[src/hdl/net_pkg.sv]
package net_pkg;

    // rmii_rx frame states
    typedef enum logic [1:0] {
        rx_idle,
        rx_preamble,
        rx_data
    } rx_state_t;

    // mac_filter states
    typedef enum logic [1:0] {
        filt_header,
        filt_payload,
        filt_drop
    } filt_state_t;

    typedef logic [47:0] mac_addr_t;

    localparam mac_addr_t broadcast_mac = 48'hffff_ffff_ffff;
    localparam int header_bytes = 14; // dst + src + ethertype

    // 0x55 and 0xd5 seen on the wire, low dibit first
    localparam logic [1:0] preamble_dibit = 2'b01;
    localparam logic [1:0] sfd_dibit = 2'b11;

    // reflected crc-32
    localparam logic [31:0] crc_poly = 32'hedb8_8320;
    localparam logic [31:0] crc_residue = 32'hdebb_20e3; // register after a good fcs

endpackage

[src/hdl/status_pkg.sv]
package status_pkg;

    typedef logic [3:0] digit_t;
    typedef logic [2:0] scan_pos_t; // which of the eight digits is lit

    // segments {g,f,e,d,c,b,a}, active low
    function automatic logic [6:0] seg_table(input digit_t d);
        case (d)
            4'h0: return 7'b1000000;
            4'h1: return 7'b1111001;
            4'h2: return 7'b0100100;
            4'h3: return 7'b0110000;
            4'h4: return 7'b0011001;
            4'h5: return 7'b0010010;
            4'h6: return 7'b0000010;
            4'h7: return 7'b1111000;
            4'h8: return 7'b0000000;
            4'h9: return 7'b0010000;
            4'ha: return 7'b0001000;
            4'hb: return 7'b0000011;
            4'hc: return 7'b1000110;
            4'hd: return 7'b0100001;
            4'he: return 7'b0000110;
            default: return 7'b0001110;
        endcase
    endfunction

endpackage

[src/hdl/rmii_rx.sv]
`timescale 1ns/1ps

module rmii_rx (
    input  logic       clk_50mhz,
    input  logic       rst,
    input  logic       crsdv,
    input  logic [1:0] rxd,
    output logic       rx_valid,
    output logic [1:0] rx_data,
    output logic       rx_end
);

    net_pkg::rx_state_t state;

    // dibit pipeline, valid qualifies it
    always_ff @(posedge clk_50mhz) begin
        rx_data <= rxd;
    end

    always_ff @(posedge clk_50mhz) begin
        if (rst) begin
            state    <= net_pkg::rx_idle;
            rx_valid <= 1'b0;
            rx_end   <= 1'b0;
        end else begin
            rx_valid <= 1'b0;
            rx_end   <= 1'b0;
            case (state)
                net_pkg::rx_idle: begin
                    if (crsdv && rxd == net_pkg::preamble_dibit) begin
                        state <= net_pkg::rx_preamble;
                    end
                end
                net_pkg::rx_preamble: begin
                    if (!crsdv) begin
                        state <= net_pkg::rx_idle;
                    end else if (rxd == net_pkg::sfd_dibit) begin
                        state <= net_pkg::rx_data; // delimiter done
                    end else if (rxd != net_pkg::preamble_dibit) begin
                        state <= net_pkg::rx_idle; // not a preamble after all
                    end
                end
                net_pkg::rx_data: begin
                    if (crsdv) begin
                        rx_valid <= 1'b1;
                    end else begin
                        // carrier gone, frame finished
                        state  <= net_pkg::rx_idle;
                        rx_end <= 1'b1;
                    end
                end
                default: begin
                    state <= net_pkg::rx_idle;
                end
            endcase
        end
    end

endmodule

[src/hdl/bit_order.sv]
`timescale 1ns/1ps

module bit_order (
    input  logic       clk_50mhz,
    input  logic       rst,
    input  logic       rx_valid,
    input  logic [1:0] rx_data,
    output logic       bo_valid,
    output logic [1:0] bo_data
);

    logic [7:0] byte_buf [2]; // ping-pong pair
    logic       fill_sel;
    logic [1:0] in_cnt;
    logic       playing;
    logic       play_sel;
    logic [1:0] play_cnt;

    always_ff @(posedge clk_50mhz) begin
        if (rx_valid) begin
            byte_buf[fill_sel][{in_cnt, 1'b0} +: 2] <= rx_data; // line order, low dibit first
        end
        if (playing) begin
            bo_data <= byte_buf[play_sel][{~play_cnt, 1'b0} +: 2]; // high dibit first
        end
    end

    always_ff @(posedge clk_50mhz) begin
        if (rst) begin
            fill_sel <= 1'b0;
            in_cnt   <= 2'd0;
            playing  <= 1'b0;
            play_sel <= 1'b0;
            play_cnt <= 2'd0;
            bo_valid <= 1'b0;
        end else begin
            bo_valid <= playing;
            if (playing) begin
                play_cnt <= play_cnt + 2'd1;
                if (play_cnt == 2'd3) begin
                    playing <= 1'b0;
                end
            end
            if (!rx_valid) begin
                in_cnt <= 2'd0; // realign between frames
            end else begin
                in_cnt <= in_cnt + 2'd1;
                if (in_cnt == 2'd3) begin
                    // byte complete, replay it while the other buffer fills
                    fill_sel <= ~fill_sel;
                    playing  <= 1'b1;
                    play_sel <= fill_sel;
                    play_cnt <= 2'd0;
                end
            end
        end
    end

endmodule

[src/hdl/mac_filter.sv]
`timescale 1ns/1ps

module mac_filter #(
    parameter net_pkg::mac_addr_t local_mac = 48'h02_00_00_00_00_01
) (
    input  logic       clk_50mhz,
    input  logic       rst,
    input  logic       bo_valid,
    input  logic [1:0] bo_data,
    input  logic       rx_end,
    output logic       fw_valid,
    output logic [1:0] fw_data,
    output logic       accepted
);

    localparam logic [5:0] dest_last = 6'd23; // last dibit of byte six
    localparam logic [5:0] hdr_last  = 6'(net_pkg::header_bytes * 4 - 1);

    net_pkg::filt_state_t state;
    net_pkg::mac_addr_t   dest;
    net_pkg::mac_addr_t   dest_next;
    logic [5:0]           hdr_cnt;
    logic                 end_pending;
    logic                 addr_hit;

    assign dest_next = {dest[45:0], bo_data};
    assign addr_hit  = (dest_next == local_mac) || (dest_next == net_pkg::broadcast_mac);

    always_ff @(posedge clk_50mhz) begin
        if (bo_valid && state == net_pkg::filt_header && hdr_cnt <= dest_last) begin
            dest <= dest_next;
        end
        fw_data <= bo_data;
    end

    always_ff @(posedge clk_50mhz) begin
        if (rst) begin
            state       <= net_pkg::filt_header;
            hdr_cnt     <= 6'd0;
            end_pending <= 1'b0;
            accepted    <= 1'b0;
            fw_valid    <= 1'b0;
        end else begin
            fw_valid <= 1'b0;
            if (end_pending && !bo_valid) begin
                // reordered tail has drained, rearm for the next header
                state       <= net_pkg::filt_header;
                hdr_cnt     <= 6'd0;
                end_pending <= 1'b0;
            end else if (bo_valid) begin
                case (state)
                    net_pkg::filt_header: begin
                        hdr_cnt <= hdr_cnt + 6'd1;
                        if (hdr_cnt == 6'd0) begin
                            accepted <= 1'b0; // previous verdict expires here
                        end
                        if (hdr_cnt == dest_last) begin
                            if (addr_hit) begin
                                accepted <= 1'b1;
                            end else begin
                                state <= net_pkg::filt_drop;
                            end
                        end
                        if (hdr_cnt == hdr_last) begin
                            state <= net_pkg::filt_payload;
                        end
                    end
                    net_pkg::filt_payload: begin
                        fw_valid <= 1'b1;
                    end
                    default: ; // drop, swallow the rest
                endcase
            end
            if (rx_end) begin
                end_pending <= 1'b1;
            end
        end
    end

endmodule

[src/hdl/word_pack.sv]
`timescale 1ns/1ps

module word_pack (
    input  logic        clk_50mhz,
    input  logic        rst,
    input  logic        fw_valid,
    input  logic [1:0]  fw_data,
    input  logic        rx_end,
    output logic        word_valid,
    output logic [31:0] word
);

    logic [31:0] word_sr;
    logic [3:0]  cnt; // dibits in current word
    logic        end_pending;

    assign word = word_sr; // stable for the cycle word_valid is high

    always_ff @(posedge clk_50mhz) begin
        if (fw_valid) begin
            word_sr <= {word_sr[29:0], fw_data}; // first byte ends up on top
        end
    end

    always_ff @(posedge clk_50mhz) begin
        if (rst) begin
            cnt         <= 4'd0;
            word_valid  <= 1'b0;
            end_pending <= 1'b0;
        end else begin
            word_valid <= 1'b0;
            if (fw_valid) begin
                cnt        <= cnt + 4'd1;
                word_valid <= (cnt == 4'd15);
            end else if (end_pending) begin
                // stream has ended, drop any partial word
                cnt         <= 4'd0;
                end_pending <= 1'b0;
            end
            if (rx_end) begin
                end_pending <= 1'b1;
            end
        end
    end

endmodule

[src/hdl/crc32_check.sv]
`timescale 1ns/1ps

module crc32_check (
    input  logic       clk_50mhz,
    input  logic       rst,
    input  logic       rx_valid,
    input  logic [1:0] rx_data,
    input  logic       rx_end,
    output logic       crc_ok,
    output logic       crc_bad
);

    logic [31:0] crc;
    logic        in_frame;

    // two line bits per call, rx_data[0] is the earlier one
    function automatic logic [31:0] crc_step(input logic [31:0] c, input logic [1:0] d);
        logic [31:0] r;
        r = c;
        for (int i = 0; i < 2; i++) begin
            r = (r >> 1) ^ ((r[0] ^ d[i]) ? net_pkg::crc_poly : 32'h0);
        end
        return r;
    endfunction

    always_ff @(posedge clk_50mhz) begin
        if (rx_valid) begin
            crc <= crc_step(in_frame ? crc : 32'hffff_ffff, rx_data); // preset on first dibit
        end
    end

    always_ff @(posedge clk_50mhz) begin
        if (rst) begin
            in_frame <= 1'b0;
            crc_ok   <= 1'b0;
            crc_bad  <= 1'b0;
        end else begin
            crc_ok  <= 1'b0;
            crc_bad <= 1'b0;
            if (rx_valid) begin
                in_frame <= 1'b1;
            end
            if (rx_end) begin
                in_frame <= 1'b0;
                // fcs included, so a clean frame leaves the residue
                crc_ok   <= (crc == net_pkg::crc_residue);
                crc_bad  <= (crc != net_pkg::crc_residue);
            end
        end
    end

endmodule

[src/hdl/seven_seg.sv]
`timescale 1ns/1ps

module seven_seg #(
    parameter integer scan_div = 50_000
) (
    input  logic        clk_50mhz,
    input  logic        rst,
    input  logic [31:0] value,
    output logic [6:0]  seg_cat,
    output logic [7:0]  seg_an
);

    localparam int div_w = (scan_div > 1) ? $clog2(scan_div) : 1;
    localparam logic [div_w-1:0] div_last = div_w'(scan_div - 1);

    logic [div_w-1:0]      div_cnt;
    status_pkg::scan_pos_t pos;
    status_pkg::digit_t    digit;

    always_ff @(posedge clk_50mhz) begin
        if (rst) begin
            div_cnt <= '0;
            pos     <= '0;
        end else if (div_cnt == div_last) begin
            div_cnt <= '0;
            pos     <= pos + 3'd1; // next digit
        end else begin
            div_cnt <= div_cnt + 1'b1;
        end
    end

    // digit 0 is the rightmost, low nibble
    assign digit   = value[{pos, 2'b00} +: 4];
    assign seg_cat = status_pkg::seg_table(digit);
    assign seg_an  = ~(8'b0000_0001 << pos); // one anode low

endmodule

[src/hdl/eth_rx_top.sv]
`timescale 1ns/1ps

module eth_rx_top #(
    parameter net_pkg::mac_addr_t local_mac = 48'h02_00_00_c0_ff_ee,
    parameter integer scan_div = 50_000
) (
    input  logic        clk_50mhz,
    input  logic        rst,
    input  logic        crsdv,
    input  logic [1:0]  rxd,
    output logic        word_valid,
    output logic [31:0] word,
    output logic        frame_good,
    output logic        frame_bad,
    output logic [15:0] led,
    output logic [6:0]  seg_cat,
    output logic [7:0]  seg_an
);

    logic        rx_valid;
    logic [1:0]  rx_data;
    logic        rx_end;
    logic        bo_valid;
    logic [1:0]  bo_data;
    logic        fw_valid;
    logic [1:0]  fw_data;
    logic        accepted;
    logic        crc_ok;
    logic        crc_bad;
    logic [31:0] disp_word; // last packed word shown on the display

    rmii_rx u_rmii_rx (
        .clk_50mhz(clk_50mhz),
        .rst(rst),
        .crsdv(crsdv),
        .rxd(rxd),
        .rx_valid(rx_valid),
        .rx_data(rx_data),
        .rx_end(rx_end)
    );

    bit_order u_bit_order (
        .clk_50mhz(clk_50mhz),
        .rst(rst),
        .rx_valid(rx_valid),
        .rx_data(rx_data),
        .bo_valid(bo_valid),
        .bo_data(bo_data)
    );

    mac_filter #(.local_mac(local_mac)) u_mac_filter (
        .clk_50mhz(clk_50mhz),
        .rst(rst),
        .bo_valid(bo_valid),
        .bo_data(bo_data),
        .rx_end(rx_end),
        .fw_valid(fw_valid),
        .fw_data(fw_data),
        .accepted(accepted)
    );

    word_pack u_word_pack (
        .clk_50mhz(clk_50mhz),
        .rst(rst),
        .fw_valid(fw_valid),
        .fw_data(fw_data),
        .rx_end(rx_end),
        .word_valid(word_valid),
        .word(word)
    );

    // fcs runs on the raw line order, before reordering
    crc32_check u_crc32_check (
        .clk_50mhz(clk_50mhz),
        .rst(rst),
        .rx_valid(rx_valid),
        .rx_data(rx_data),
        .rx_end(rx_end),
        .crc_ok(crc_ok),
        .crc_bad(crc_bad)
    );

    always_ff @(posedge clk_50mhz) begin
        if (rst) begin
            frame_good <= 1'b0;
            frame_bad  <= 1'b0;
            led        <= 16'd0;
            disp_word  <= 32'd0;
        end else begin
            frame_good <= crc_ok & accepted; // good fcs and our address
            frame_bad  <= crc_bad;
            if (frame_good) begin
                led <= led + 16'd1; // wraps
            end
            if (word_valid) begin
                disp_word <= word;
            end
        end
    end

    seven_seg #(.scan_div(scan_div)) u_seven_seg (
        .clk_50mhz(clk_50mhz),
        .rst(rst),
        .value(disp_word),
        .seg_cat(seg_cat),
        .seg_an(seg_an)
    );

endmodule

[config.mk]
export PLATFORM = sky130hd
export DESIGN_NAME = eth_rx_top
export DESIGN_NICKNAME = d
export VERILOG_FILES = /design/src/hdl/net_pkg.sv /design/src/hdl/status_pkg.sv /design/src/hdl/rmii_rx.sv /design/src/hdl/bit_order.sv /design/src/hdl/mac_filter.sv /design/src/hdl/word_pack.sv /design/src/hdl/crc32_check.sv /design/src/hdl/seven_seg.sv /design/src/hdl/eth_rx_top.sv
export SDC_FILE = /design/constraint.sdc
export NUM_CORES = 1
export LEC_CHECK = 0
export BUFFER_PORTS_ARGS = -buffer_cell sky130_fd_sc_hd__buf_2
export CORE_MARGIN = 2
export CORE_UTILIZATION = 45
export DETAILED_ROUTE_END_ITERATION = 8
export HOLD_SLACK_MARGIN = 0.05
export PLACE_DENSITY_LB_ADDON = 0.25
export SYNTH_ARGS = -nofsm -noshare
export SYNTH_HDL_FRONTEND = slang
export SYNTH_SLANG_ARGS = --single-unit
[constraint.sdc]
create_clock -name clk_50mhz -period 4 [get_ports clk_50mhz]
set_clock_uncertainty 0.1 [all_clocks]
set_input_delay 0.2 -clock clk_50mhz [delete_from_list [all_inputs] [get_ports clk_50mhz]]
set_output_delay 0.2 -clock clk_50mhz [all_outputs]
set_load 0.02 [all_outputs]
==> results.txt, run 1 <==
CP max FO: 13
status: complete, no violations
Commonest cells post-synth: edfxtp_1, dfxtp_1, nor2_1
Final Setup Violations: 0
Critical Path RT: 3700 ps
Post-Syn Area: 9490 sq um
H-tree Lvls: 1
number of core rows: 53
Achievable Freq: 272 MHz
Starting Density: 0.454
CTS root buf: clkbuf_16
clk sinks: 234
Total GRT Usage: 0.157
maximum vdd drop: 0.000241 V
DRT Pass-1 Iters: 4
detailed-route via count: 5784
Net Count, Synth: 774
Placer Congestion: 0.825
Synth top area share: 0.405
First DRT Iteration DRCs: 332
Power Density: 438 nW/um^2
core area: 20900 sq um
CP arrival: 3370 ps
Slew Limit Fails: 0
post-CTS setup buffer count: 0
Max-cap violations: 0
worst-margin pin slew: 1000 ps
die area: 22300 sq um
largest net degree at the start of global routing: 44
critical-path cell list: mux4_1 -> mux2i_1 -> inv_1 -> ha_1 -> nand2b_1 -> a21boi_0 -> o21ai_0 -> buf_2
Area growth, synth to finish: 15.1%
first-pass GRT wire length: 28.5 mm
number of synthesized flops with an enable pin: 128
ANT cells: 0
Yosys warnings: 0
vias in the first global route: 5795
average wire per standard cell: 15.9 um
I/O Buffers: 70
chip width: 149 um
worst-skew pair later-pin latency: 510 ps
Synth area leader: edfxtp_1
reg2reg setup slack: 1740 ps
RSZ-0062 raised after global routing: false
number of vias per cell: 5.19
Unique masters post-synth: 59
Startpoint Class: register
Num CTS Buffers: 24
share of cells above drive strength 1: 0.155
Synth Instances: 745
# IOs: 71
Final Cycle Share: 0.918
final setup TNS: 0 ps
dpl hpwl: 12.1 mm
synthesized area per cell: 12.7 sq um
max incr delay on CP: 680 ps
most common cell in the netlist: edfxtp_1
Rel. slew slack: 0.333
Seq/Total Area, Yosys: 0.629
Hold Fails Final Rpt: 0
DRT antenna net count: 0
total gr overflow: 0
Most used DFF post-synth: edfxtp_1
Max stage delay cell, worst path: dfxtp_1
CP bufs+invs: 2
utilization after layout: 0.523
Final Critical Period: 3670 ps
worst setup path category: register to output pin
CTS tree: built
critical path's top delay family: multiplexers
Crit. End Element: output pin
Design Area, Final: 10900 sq um
register bit total from synthesis: 234
final WL: 17.7 mm
placed instance area: 10100 sq um
final net count: 851
die boundary height: 149 um
Max clock buf depth: 3
Hold Crit Class: input pin to register
DRC violations left: 0
leak pwr: 3.80 nW
main area contributors after synthesis: edfxtp_1, dfxtp_1, mux2i_1
clock-pin slew on the worst setup and hold paths: 60 ps
antenna violations before repair: 0
fraction of registers with async set/reset: 0
registers in the layout, summed over array words and instances (netlist names), 2 cells and up, named ones only:
name,flops
led,16
u_word_pack.word,32
u_mac_filter.hdr_cnt,6
u_seven_seg.pos,3
u_bit_order.in_cnt,2
u_bit_order.bo_data,2
u_seven_seg.div_cnt,16
u_crc32_check.crc,32
disp_word,32
u_word_pack.cnt,4
u_rmii_rx.state,2
u_mac_filter.fw_data,2
u_mac_filter.state,2
u_rmii_rx.rx_data,2
u_mac_filter.dest,46
u_bit_order.byte_buf,16
u_bit_order.play_cnt,2
power breakdown:
| group | internal (W) | switching, W | total [W] |
|---|---|---|---|
| Combinational | 0.0000201 | 0.0000302 | 0.0000503 |
| Clock | 0.00135 | 0.000869 | 0.00221 |
| Sequential | 0.00252 | 0.00000637 | 0.00252 |
through the flow:
stage / total power, W / hold WS (ps) / cells / worst slack [ps]
after floorplan: 0.00261 / 128 / 745 / 362
after global placement: 0.00262 / 223 / 1068 / 1130
after detailed placement: 0.00263 / 233 / 1068 / 891
after CTS: 0.00484 / 119 / 1114 / 347
after global routing: 0.00493 / 171 / 1114 / 123
final: 0.00479 / 128 / 1114 / 330
final timing paths:
check / depth (start not counted) / endpoint / start
worst min register to register: 0 / u_word_pack.word[0] / u_mac_filter.fw_data[0]
worst max-delay path: 8 / seg_cat[6] / u_seven_seg.pos[0]
worst max register to register: 4 / u_mac_filter.dest[9] / u_bit_order.bo_valid
worst min-delay path: 2 / led[10] / rst
routing by layer:
layer / vias to the layer above / GRT usage / wire, um
met5: - / 0 / 0
met4: 0 / 0.0376 / 282
met3: 21 / 0.0257 / 590
met2: 105 / 0.285 / 9050
met1: 2836 / 0.195 / 7810
li1: 2822 / - / -
cell families (layout without fill, tap and decap cells):
kind of cell,Yosys count,in the layout,share of synthesized area
AO/OA/AOI/OAI,47,47,0.0318
flip-flops,234,234,0.629
XOR/XNOR,62,62,0.0600
adder cells (fa/ha/maj),24,24,0.0316
buffers and inverters,47,141,0.0208
AND/OR/NAND/NOR,276,276,0.151
multiplexers,55,55,0.0756
cells in the final DEF, fill, tap and decap left out, types with 4 or more instances in the layout:
cell / synthesis / final
nand2b_1: 27 / 27
and2_1: 5 / 5
inv_1: 20 / 20
nor3b_1: 4 / 4
and3_1: 8 / 8
and4_1: 4 / 4
mux2_2: 4 / 4
ha_1: 24 / 24
buf_4: 0 / 4
nand4b_1: 5 / 5
nand3_1: 15 / 15
nor4_1: 12 / 12
nor4bb_1: 4 / 4
nor3_1: 8 / 8
xor2_1: 28 / 28
o21ai_0: 8 / 8
clkbuf_16: 0 / 25
a21oi_1: 19 / 18
edfxtp_1: 128 / 128
nand2_1: 38 / 38
or3_1: 4 / 4
mux4_2: 5 / 5
mux4_1: 5 / 5
dfxtp_1: 106 / 104
a211oi_1: 5 / 5
buf_2: 5 / 70
clkbuf_8: 0 / 4
nor2_1: 96 / 96
xnor2_1: 32 / 32
nand4_1: 22 / 22
nor2b_1: 11 / 11
mux2i_1: 39 / 39
clkbuf_1: 16 / 9
layout make-up:
type	instances	area (sq um)
fill	1788	9970
sequential	234	5970
multi-input combinational	464	3340
clock buffer	38	714
timing repair buffer	77	410
tap	275	344
inverter	21	78.8
clock inverter	5	71.3
timing repair:
item                                   CTS  global route
endpoints found under the hold margin    6             0
gates resized for setup                  0             0
hold buffers                             3             0
Power figures use the tool's default switching activity.
==> run 2, diff against run 1 <==
==> constraint.sdc (replaced) <==
create_clock -name clk_50mhz -period 4.25 [get_ports clk_50mhz]
set_clock_uncertainty 0.1 [all_clocks]
set_input_delay 0.2125 -clock clk_50mhz [delete_from_list [all_inputs] [get_ports clk_50mhz]]
set_output_delay 0.2125 -clock clk_50mhz [all_outputs]
set_load 0.02 [all_outputs]
==> run 2 against run 1 <==
Final cell count grew 0.18%. First-iteration DRC count is 4.5% lower. Sequential cell count unchanged. Hold slack improved by 23 ps. Sequential share of layout area about the same. Critical path depth did not move. Highest routed layer unchanged.
==> results.txt, run 2 (synthesis results as in run 1) <==
DRC violations left: 0
Hold WS: 151 ps
sequential cell area: 5970 sq um
most common cell after layout, fill and taps aside: edfxtp_1
Total GRT Usage: 0.160
Slew Limit Fails: 0
reg2reg setup slack: 1690 ps
Area growth, synth to finish: 15.2%
Placer Congestion: 0.808
CTS tree: built
CP max FO: 13
max reg flops: 46
first-pass GRT wire length: 29.2 mm
Achievable Freq: 283 MHz
number of vias per cell: 5.20
most flop-heavy register: u_mac_filter.dest
detailed-route via count: 5808
DRT antenna net count: 0
Max clock buf depth: 3
vias in the first global route: 5882
dpl hpwl: 12.1 mm
worst-margin pin slew: 1050 ps
die boundary height: 149 um
H-tree Lvls: 1
Post-CTS Hold Fix Bufs: 3
final net count: 852
First DRT Iteration DRCs: 317
clk sinks: 234
worst setup path category: register to output pin
Final Setup Violations: 0
I/O Buffers: 70
# fillers: 1800
Final Critical Period: 3540 ps
CTS resizes: 0
worst-skew pair later-pin latency: 510 ps
core area: 20900 sq um
chip width: 149 um
final setup TNS: 0 ps
clock-pin slew on the worst setup and hold paths: 60 ps
RSZ-0062 raised after global routing: false
Hold Crit Class: input pin to register
Startpoint Class: register
post-CTS setup buffer count: 0
largest net degree at the start of global routing: 44
total gr overflow: 0
ANT cells: 0
maximum vdd drop: 0.000244 V
antenna violations before repair: 0
Multi-input gate area: 3340 sq um
final WL: 17.7 mm
Rel. slew slack: 0.297
most frequent cells in the layout: edfxtp_1, dfxtp_1, nor2_1
Starting Density: 0.454
Max-cap violations: 0
CTS root buf: clkbuf_16
DRT Pass-1 Iters: 4
number of core rows: 53
Num CTS Buffers: 25
Hold Fails Final Rpt: 0
Power Density: 410 nW/um^2
leak pwr: 3.81 nW
die area: 22300 sq um
Crit. End Element: output pin
CP arrival: 3220 ps
Critical Path RT: 3940 ps
share of cells above drive strength 1: 0.159
# IOs: 71
Final Cycle Share: 0.832
average wire per standard cell: 15.9 um
status: complete, no violations
==> run 2: cell types whose count changed in the layout (fill, tap and decap cells not counted), sizes merged <==
cell,previous run,this run
bufinv,2,0
inv,21,22
clkinv,3,4
clkbuf,38,40
==> run 2: worst paths after layout <==
path | endpoint | cells after the start | start
worst max-delay path | seg_cat[6] | 8 | u_seven_seg.pos[0]
worst max register to register | u_mac_filter.dest[45] | 4 | u_bit_order.bo_valid
worst min register to register | u_word_pack.word[0] | 0 | u_mac_filter.fw_data[0]
worst min-delay path | u_seven_seg.div_cnt[2] | 2 | rst
==> run 2: metal layers <==
layer	up-vias	global-route usage	share of wire
li1	2818	-	-
met1	2867	0.203	0.44
met2	98	0.282	0.51
met3	25	0.0284	0.036
met4	0	0.0433	0.018
met5	-	0	0
==> run 2: worst max-delay path, cell delays in order (launching register included) <==
cell and delay (ps):
dfxtp_1 670, mux4_1 620, mux2i_1 440, inv_1 180
ha_1 260, nand2b_1 120, a21boi_0 170, o21ai_0 90
buf_2 160
==> run 2: area by class of cell <==
type,count,share of cell area
multi-input combinational,464,0.305
inverter,21,0.00721
tap,275,0.0315
timing repair buffer,77,0.0376
clock inverter,5,0.00240
clock buffer,40,0.0699
sequential,234,0.546
==> run 2: per-stage QoR <==
step / cell area, sq um / std cells / power (W) / setup WS [ps] / utilization
2_1_floorplan: 9490 / 745 / 0.00246 / 612 / -
3_3_place_gp: 10100 / 1068 / 0.00247 / 1370 / 0.484
5_1_grt: 10900 / 1116 / 0.00463 / 401 / 0.523
3_5_place_dp: 10100 / 1068 / 0.00247 / 1220 / 0.484
4_1_cts: 10900 / 1116 / 0.00454 / 669 / 0.523
6_report: 10900 / 1116 / 0.00448 / 715 / 0.523
==> run 2: report_power, final <==
part | total [W] | internal [W] | switching [W]
clock network | 0.00205 | 0.00122 | 0.000829
logic | 0.0000477 | 0.0000190 | 0.0000287
registers | 0.00238 | 0.00237 | 0.00000600
total | 0.00448 | 0.00361 | 0.000864
